### config.mk
export PLATFORM = sky130hd
export DESIGN_NAME = reg_file_top
export DESIGN_NICKNAME = d
export VERILOG_FILES = /design/src/regfile_pkg.sv /design/src/write_decode.sv /design/src/gpr_bank.sv /design/src/fpr_bank.sv /design/src/read_stage.sv /design/src/reg_file_top.sv
export SDC_FILE = /design/constraint.sdc
export NUM_CORES = 2
export LEC_CHECK = 0
export BUFFER_PORTS_ARGS = -buffer_cell sky130_fd_sc_hd__buf_2
export CAP_MARGIN = 40
export CORE_ASPECT_RATIO = 0.9
export CORE_MARGIN = 8
export CORE_UTILIZATION = 25
export DETAILED_ROUTE_END_ITERATION = 8
export GPL_ROUTABILITY_DRIVEN = 0
export GPL_TIMING_DRIVEN = 0
export PLACE_DENSITY_LB_ADDON = 0.05
export SYNTH_ARGS = -nofsm -noshare
export SYNTH_HDL_FRONTEND = slang
export SYNTH_SLANG_ARGS = --single-unit
### constraint.sdc
create_clock -name Clk -period 3.9 [get_ports Clk]
set_clock_uncertainty 0.1 [all_clocks]
set_input_delay 0.39 -clock Clk [delete_from_list [all_inputs] [get_ports Clk]]
set_output_delay 0.39 -clock Clk [all_outputs]
set_load 0.005 [all_outputs]
### src/regfile_pkg.sv
// register file package with widths, opcodes and command/response structs
package regfile_pkg;

	localparam int WORD_W   = 32;
	localparam int DWORD_W  = 64;
	localparam int IDX_W    = 5;
	localparam int NUM_REGS = 32;
	localparam int PAIR_W   = IDX_W - 1; // fp pair index, idx without bit 0

	typedef logic [WORD_W-1:0]  word_t;
	typedef logic [DWORD_W-1:0] dword_t;
	typedef logic [IDX_W-1:0]   reg_idx_t;
	typedef logic [PAIR_W-1:0]  pair_idx_t;

	localparam reg_idx_t ZERO_REG  = 5'd0;
	localparam reg_idx_t FRAME_REG = 5'd30; // fp, bit 0 is the frame flag
	localparam reg_idx_t RA_REG    = 5'd31;

	typedef enum logic [2:0] {
		WR_NONE,
		WR_WORD,
		WR_BYTE,      // lb, zero-extended
		WR_JAL,       // return address into ra
		WR_FRAME,
		WR_HILO,      // mult/div result
		WR_FP_SINGLE,
		WR_FP_DOUBLE
	} wr_op_e;

	typedef enum logic [1:0] {
		RD_INT,
		RD_BYTE,      // sb, low byte of rt
		RD_FP,
		RD_STORE_FP   // base from int rs, value from fp pair rt
	} rd_op_e;

	typedef struct packed {
		wr_op_e   op;
		reg_idx_t idx;
		word_t    data;
		dword_t   data64;
	} wr_cmd_t;

	typedef struct packed {
		rd_op_e   op;
		reg_idx_t rs;
		reg_idx_t rt;
		reg_idx_t rd;
	} rd_cmd_t;

	// hi word of a double is the even register
	typedef struct packed {
		word_t rs_hi;
		word_t rs_lo;
		word_t rt_hi;
		word_t rt_lo;
		word_t rd_data;
		word_t hi;
		word_t lo;
	} rd_rsp_t;

	typedef struct packed {
		logic     en;
		reg_idx_t idx;
		word_t    data;
		logic     hilo_en;
		dword_t   hilo;
	} gpr_wr_t;

	typedef struct packed {
		logic      en;
		pair_idx_t pair;
		word_t     hi;
		word_t     lo;
	} fpr_wr_t;

endpackage

### src/write_decode.sv
// write decoder, maps a write command onto integer, hi/lo or fp bank requests
module write_decode import regfile_pkg::*; (
	input  wr_cmd_t wr_cmd_i,
	output gpr_wr_t gpr_wr_o,
	output fpr_wr_t fpr_wr_o
);

	logic int_ok; // target is not $zero
	logic fp_ok;  // fp target is even

	assign int_ok = (wr_cmd_i.idx != ZERO_REG);
	assign fp_ok  = ~wr_cmd_i.idx[0];

	always_comb begin
		gpr_wr_o = '0;
		fpr_wr_o = '0;

		case (wr_cmd_i.op)
			WR_WORD: begin
				gpr_wr_o.en   = int_ok;
				gpr_wr_o.idx  = wr_cmd_i.idx;
				gpr_wr_o.data = wr_cmd_i.data;
			end
			WR_BYTE: begin
				gpr_wr_o.en   = int_ok;
				gpr_wr_o.idx  = wr_cmd_i.idx;
				gpr_wr_o.data = {{(WORD_W-8){1'b0}}, wr_cmd_i.data[7:0]};
			end
			WR_JAL: begin
				gpr_wr_o.en   = 1'b1;
				gpr_wr_o.idx  = RA_REG; // idx field ignored
				gpr_wr_o.data = wr_cmd_i.data;
			end
			WR_FRAME: begin
				gpr_wr_o.en   = 1'b1;
				gpr_wr_o.idx  = FRAME_REG;
				gpr_wr_o.data = wr_cmd_i.data;
			end
			WR_HILO: begin
				gpr_wr_o.hilo_en = 1'b1;
				gpr_wr_o.hilo    = wr_cmd_i.data64; // hi is the upper word
			end
			WR_FP_SINGLE: begin
				fpr_wr_o.en   = fp_ok;
				fpr_wr_o.pair = wr_cmd_i.idx[IDX_W-1:1];
				fpr_wr_o.hi   = '0; // single lives in the odd (low) word
				fpr_wr_o.lo   = wr_cmd_i.data;
			end
			WR_FP_DOUBLE: begin
				fpr_wr_o.en   = fp_ok;
				fpr_wr_o.pair = wr_cmd_i.idx[IDX_W-1:1];
				fpr_wr_o.hi   = wr_cmd_i.data64[DWORD_W-1:WORD_W];
				fpr_wr_o.lo   = wr_cmd_i.data64[WORD_W-1:0];
			end
			default: ; // WR_NONE
		endcase
	end

endmodule

### src/gpr_bank.sv
// integer register bank with hi/lo and frame flag, three combinational read ports
module gpr_bank import regfile_pkg::*; (
	input  logic     Clk,
	input  logic     rst_n_i,
	input  gpr_wr_t  wr_i,
	input  reg_idx_t rs_idx_i,
	input  reg_idx_t rt_idx_i,
	input  reg_idx_t rd_idx_i,
	output word_t    rs_o,
	output word_t    rt_o,
	output word_t    rd_o,
	output word_t    hi_o,
	output word_t    lo_o,
	output logic     fp_flag_o
);

	word_t regs [NUM_REGS];
	word_t hi_q;
	word_t lo_q;

	always_ff @(posedge Clk) begin
		if (!rst_n_i) begin
			for (int i = 0; i < NUM_REGS; i++) begin
				regs[i] <= '0;
			end
			hi_q <= '0;
			lo_q <= '0;
		end else begin
			if (wr_i.en) begin
				regs[wr_i.idx] <= wr_i.data;
			end
			if (wr_i.hilo_en) begin
				hi_q <= wr_i.hilo[DWORD_W-1:WORD_W];
				lo_q <= wr_i.hilo[WORD_W-1:0];
			end
		end
	end

	// $zero is hardwired on the read side
	assign rs_o = (rs_idx_i == ZERO_REG) ? '0 : regs[rs_idx_i];
	assign rt_o = (rt_idx_i == ZERO_REG) ? '0 : regs[rt_idx_i];
	assign rd_o = (rd_idx_i == ZERO_REG) ? '0 : regs[rd_idx_i];

	assign hi_o = hi_q;
	assign lo_o = lo_q;

	assign fp_flag_o = regs[FRAME_REG][0]; // follows the fp register directly

	// decode must have filtered $zero writes before they reach the bank
	a_no_zero_write: assert property (
		@(posedge Clk) disable iff (!rst_n_i)
		wr_i.en |-> (wr_i.idx != ZERO_REG)
	) else $error("integer write reached register 0");

	// decode issues either a word or a hi/lo write, never both
	a_one_gpr_write: assert property (
		@(posedge Clk) disable iff (!rst_n_i)
		!(wr_i.en && wr_i.hilo_en)
	) else $error("word and hi/lo write in the same cycle");

endmodule

### src/fpr_bank.sv
// floating-point register bank, 16 even/odd pairs read and written as doubles
module fpr_bank import regfile_pkg::*; (
	input  logic      Clk,
	input  logic      rst_n_i,
	input  fpr_wr_t   wr_i,
	input  pair_idx_t rs_pair_i,
	input  pair_idx_t rt_pair_i,
	output dword_t    rs_o,
	output dword_t    rt_o
);

	// big endian pairs, msw at the even index
	word_t fregs [NUM_REGS];

	reg_idx_t wr_even;
	reg_idx_t wr_odd;
	reg_idx_t rs_even;
	reg_idx_t rs_odd;
	reg_idx_t rt_even;
	reg_idx_t rt_odd;

	assign wr_even = {wr_i.pair, 1'b0};
	assign wr_odd  = {wr_i.pair, 1'b1};
	assign rs_even = {rs_pair_i, 1'b0};
	assign rs_odd  = {rs_pair_i, 1'b1};
	assign rt_even = {rt_pair_i, 1'b0};
	assign rt_odd  = {rt_pair_i, 1'b1};

	always_ff @(posedge Clk) begin
		if (!rst_n_i) begin
			for (int i = 0; i < NUM_REGS; i++) begin
				fregs[i] <= '0;
			end
		end else if (wr_i.en) begin
			fregs[wr_even] <= wr_i.hi;
			fregs[wr_odd]  <= wr_i.lo;
		end
	end

	assign rs_o = {fregs[rs_even], fregs[rs_odd]};
	assign rt_o = {fregs[rt_even], fregs[rt_odd]};

	// a write issued while reset is held would be silently lost
	a_no_write_in_reset: assert property (
		@(posedge Clk)
		wr_i.en |-> rst_n_i
	) else $error("fp write presented during reset");

endmodule

### src/read_stage.sv
// read stage, picks int/fp/hi-lo sources by opcode and registers the response
module read_stage import regfile_pkg::*; (
	input  logic    Clk,
	input  logic    rst_n_i,
	input  rd_cmd_t rd_cmd_i,
	input  word_t   gpr_rs_i,
	input  word_t   gpr_rt_i,
	input  word_t   gpr_rd_i,
	input  word_t   hi_i,
	input  word_t   lo_i,
	input  dword_t  fpr_rs_i,
	input  dword_t  fpr_rt_i,
	output rd_rsp_t rsp_o
);

	rd_rsp_t rsp_d;
	rd_rsp_t rsp_q;

	logic rs_even;
	logic rt_even;

	assign rs_even = ~rd_cmd_i.rs[0];
	assign rt_even = ~rd_cmd_i.rt[0];

	always_comb begin
		rsp_d = rsp_q; // fields not selected by the op hold
		rsp_d.rd_data = gpr_rd_i;

		case (rd_cmd_i.op)
			RD_INT: begin
				rsp_d.rs_lo = gpr_rs_i;
				rsp_d.rt_lo = gpr_rt_i;
			end
			RD_BYTE: begin
				rsp_d.rs_lo = gpr_rs_i; // address base
				rsp_d.rt_lo = {{(WORD_W-8){1'b0}}, gpr_rt_i[7:0]};
			end
			RD_FP: begin
				if (rs_even) begin
					rsp_d.rs_hi = fpr_rs_i[DWORD_W-1:WORD_W];
					rsp_d.rs_lo = fpr_rs_i[WORD_W-1:0];
				end
				if (rt_even) begin
					rsp_d.rt_hi = fpr_rt_i[DWORD_W-1:WORD_W];
					rsp_d.rt_lo = fpr_rt_i[WORD_W-1:0];
				end
				rsp_d.hi = hi_i;
				rsp_d.lo = lo_i;
			end
			RD_STORE_FP: begin
				rsp_d.rs_lo = gpr_rs_i; // int base register
				if (rt_even) begin
					rsp_d.rt_hi = fpr_rt_i[DWORD_W-1:WORD_W];
					rsp_d.rt_lo = fpr_rt_i[WORD_W-1:0];
				end
			end
			default: ;
		endcase
	end

	always_ff @(posedge Clk) begin
		if (!rst_n_i) begin
			rsp_q <= '0;
		end else begin
			rsp_q <= rsp_d;
		end
	end

	assign rsp_o = rsp_q;

	// an X opcode would freeze or corrupt the held response fields
	a_op_known: assert property (
		@(posedge Clk) disable iff (!rst_n_i)
		!$isunknown(rd_cmd_i.op)
	) else $error("read opcode unknown");

endmodule

### src/reg_file_top.sv
// register file top, write decode into int/fp banks and a registered read stage
module reg_file_top import regfile_pkg::*; (
	input  logic    Clk,
	input  logic    rst_n_i,
	input  wr_cmd_t wr_cmd_i,
	input  rd_cmd_t rd_cmd_i,
	output rd_rsp_t rd_rsp_o,
	output logic    fp_flag_o
);

	gpr_wr_t gpr_wr;
	fpr_wr_t fpr_wr;

	word_t  gpr_rs;
	word_t  gpr_rt;
	word_t  gpr_rd;
	word_t  hi;
	word_t  lo;
	dword_t fpr_rs;
	dword_t fpr_rt;

	write_decode u_write_decode (
		.wr_cmd_i (wr_cmd_i),
		.gpr_wr_o (gpr_wr),
		.fpr_wr_o (fpr_wr)
	);

	gpr_bank u_gpr_bank (
		.Clk       (Clk),
		.rst_n_i   (rst_n_i),
		.wr_i      (gpr_wr),
		.rs_idx_i  (rd_cmd_i.rs),
		.rt_idx_i  (rd_cmd_i.rt),
		.rd_idx_i  (rd_cmd_i.rd),
		.rs_o      (gpr_rs),
		.rt_o      (gpr_rt),
		.rd_o      (gpr_rd),
		.hi_o      (hi),
		.lo_o      (lo),
		.fp_flag_o (fp_flag_o)
	);

	// pair index drops bit 0, odd reads are filtered in the read stage
	fpr_bank u_fpr_bank (
		.Clk       (Clk),
		.rst_n_i   (rst_n_i),
		.wr_i      (fpr_wr),
		.rs_pair_i (rd_cmd_i.rs[IDX_W-1:1]),
		.rt_pair_i (rd_cmd_i.rt[IDX_W-1:1]),
		.rs_o      (fpr_rs),
		.rt_o      (fpr_rt)
	);

	read_stage u_read_stage (
		.Clk      (Clk),
		.rst_n_i  (rst_n_i),
		.rd_cmd_i (rd_cmd_i),
		.gpr_rs_i (gpr_rs),
		.gpr_rt_i (gpr_rt),
		.gpr_rd_i (gpr_rd),
		.hi_i     (hi),
		.lo_i     (lo),
		.fpr_rs_i (fpr_rs),
		.fpr_rt_i (fpr_rt),
		.rsp_o    (rd_rsp_o)
	);

endmodule

==> impl_metrics.json <==
{
  "multi_input_area_mm2": 0.0509,
  "vias": 98900,
  "yosys_warnings": 0,
  "io_buffers": 333,
  "die_w_um": 751,
  "initial_utilization": 0.251,
  "grt_pass1_vias": 95000,
  "syn_area_mm2": 0.122,
  "cts_tree": "done",
  "crit_fanout": 10,
  "cp-start-kind": "primary input",
  "status": "complete, but fails checks",
  "ant_nets": 0,
  "use_met2": 0.468,
  "firstDrtPassIters": 6,
  "drcViolationCount": 0,
  "synth-main-ff-cell": "edfxtp_1",
  "synth_top_area_frac": 0.506,
  "hold_depth": 4,
  "dieArea_mm2": 0.509,
  "p_leak_nw": 49.8,
  "cts_root_buffer": "clkbuf_16",
  "drive_gt1_frac": 0.292,
  "tightest_slew_ns": 1.09,
  "ys_types": 62,
  "ff2ff_path_depth": 6,
  "yosys-top-cells-area": "edfxtp_1 (51%), mux4_2 (22%), nor2_1 (6.4%)",
  "cp_cell_sequence": "buf_2 > buf_4 > buf_1 > buf_8 > nor2_1 > buf_4 > clkbuf_2 > a22oi_1 > nand3_1 > nand2_1 > a21oi_1",
  "dp_hpwl_mm": 636,
  "gr-total-overflow": 0,
  "rows": 243,
  "ys_seq_elements": 2336,
  "max_freq_mhz": 240,
  "cts_setup_buffers": 0,
  "met3_usage": 0.0954,
  "syn_to_final_growth_pct": 24.1,
  "avgViaCountPerCell": 5.81,
  "powerDensity_mw_per_mm2": 463,
  "synth.avg_cell_area_um2": 13.6,
  "htreeDepth": 5,
  "finalWorstSetupSlack_ns": -0.264,
  "hold_viol_final": 0,
  "numCtsBuffers": 304,
  "min_period_ns": 4.16,
  "cp_slowest_cell": "nand2_1",
  "die_y_um": 678,
  "cts.sinks": 2336,
  "synth_commonest_cells": "nor2_1 (2070), edfxtp_1 (2048), mux4_2 (1175)",
  "ctsLongestPathBuffers": 4,
  "yosys.area.top_type": "edfxtp_1",
  "coreArea_mm2": 0.486,
  "period_share": 1.07,
  "crit_top_cell": "buf_4",
  "wl_mm": 834,
  "ff_latch_area_mm2": 0.0673,
  "grtUsageMet1": 0.404,
  "antenna_found_initial": 109,
  "first_iter_violations": 15700,
  "synth_edf_count": 2048,
  "worst-setup-path-type": "in2reg",
  "yosysSeqAreaShare": 0.553,
  "grt_max_degree": 34,
  "dp.cells": 16300,
  "yosysMostFrequentCell": "nor2_1",
  "grt_usage": 0.317,
  "fill_cells": 48800,
  "instances_no_fill": 17000,
  "slew_viol_final": 0,
  "io_pins": 348,
  "cap_violations": 0,
  "cts.clk_slew.worst_paths_ns": 0.06,
  "netlist_instances": 8962,
  "layout.nets": 10300,
  "busiest_layer": "met2",
  "end_kind": "flop",
  "relSlewSlack": 0.273,
  "async_flop_share": 0,
  "r2r_setup_slack_ns": 1.04,
  "irDropWorstVdd_v": 0.000319,
  "rsz0062_at_grt": "false",
  "worstPathArrival_ns": 4.94,
  "fin_tns_setup_ns": -2.41,
  "violations": "setup timing",
  "wl_per_cell_um": 49.0,
  "hold_path_class": "in2reg",
  "grt_pass1_wl_mm": 1050,
  "required_ns": 4.67,
  "setup_viol": 20,
  "clk_latency_ns": 1.01,
  "max_stage_delay_ns": 0.69
}
[flip-flops by register name, summed over array words and instances (netlist names)]
signal,count
u_gpr_bank.hi_o,32
u_read_stage.rsp_o,224
u_gpr_bank.regs,1024
u_fpr_bank.fregs,1024
u_gpr_bank.lo_o,32
[cell type report]
class | count | share of cell area
sequential | 2336 | 0.446
inverter | 5 | 0.000124
clock inverter | 154 | 0.00948
multi-input combinational | 5712 | 0.337
tap | 6492 | 0.0538
clock buffer | 401 | 0.0553
buffer | 940 | 0.0282
timing repair buffer | 927 | 0.0694
antenna | 48 | 0.000796
[stage by stage]
| step | hold slack, ns | util | power, mW | cell area (um^2) | worst slack (ns) |
|---|---|---|---|---|---|
| after floorplan | 0.332 | - | 34.4 | 122000 | 0.318 |
| after global placement | 0.351 | 0.271 | 40.3 | 132000 | -6.17 |
| after detailed placement | 0.349 | 0.288 | 40.9 | 140000 | -1.42 |
| after CTS | 0.000126 | 0.310 | 69.8 | 151000 | 0.0214 |
| after global routing | 0.0385 | 0.311 | 71.0 | 151000 | 0.0109 |
| final | 0.0785 | 0.311 | 69.8 | 151000 | -0.264 |
[worst max-delay path: cells and delay by family]
kind / cells / cell delay (ns)
buffers and inverters: 6 / 2.54
and+or+nand+nor: 3 / 1.35
AOI/OAI and AO/OA: 2 / 0.52
[metal layers]
metal  share of wire  vias to the layer above  routed length, um
met2            0.43                     6783             356000
met5         0.00038                        -                319
li1                -                    37100                  -
met3            0.10                     1583              85400
met1            0.39                    53400             327000
met4           0.077                       46              64300
[kinds of logic after synthesis]
kind of cell	share of synthesized area
simple gates	0.0949
compound gates	0.0521
xor+xnor	0.000144
other cells	0.0000308
buf+inv	0.0339
mux	0.266
fa+ha+maj	0.000165
flops	0.553
[layout by cell type (no fill, tap or decap), types with 36 or more instances in the layout]
master and n:
o22ai_1 130, buf_16 66, o21ai_0 85, mux4_2 1175, o221ai_1 160, buf_1 71, clkinv_1 49, edfxtp_1 2048
buf_6 156, nor2_1 2066, diode_2 48, clkinv_2 61, dfxtp_1 288, a21oi_1 397, clkbuf_16 311, buf_2 553
nand2_1 620, or3_1 36, nand3_1 51, mux2_2 92, mux2i_1 484, buf_4 101, buf_12 73, dlygate4sd3_1 76
clkbuf_1 554, clkbuf_2 92, buf_8 188, a22oi_1 65, nand2_4 46
[repair_timing]
action,CTS,global route
hold buffers,76,0
gates resized for setup,9,0
setup endpoints to repair,12,0
hold endpoints to repair,167,0
[final timing paths]
check	endpoint	start
max	u_read_stage.rsp_o[111]$_SDFFE_PN0P_	rd_cmd_i[7]
min	u_read_stage.rsp_o[162]$_SDFFE_PN0P_	rst_n_i
max reg2reg	u_read_stage.rsp_o[171]$_SDFFE_PN0P_	u_gpr_bank.regs[23][11]$_SDFFCE_PN0P_
min reg2reg	u_read_stage.rsp_o[32]$_SDFFE_PN0N_	u_read_stage.rsp_o[32]$_SDFFE_PN0N_
[power breakdown]
group / switching [mW] / internal, mW / total (mW)
Clock: 12.5 / 16.4 / 29.0
Sequential: 0.981 / 28.5 / 29.5
Combinational: 7.46 / 3.88 / 11.3
Total: 21.0 / 48.8 / 69.8
No activity file was read; power rests on OpenSTA's default activity.
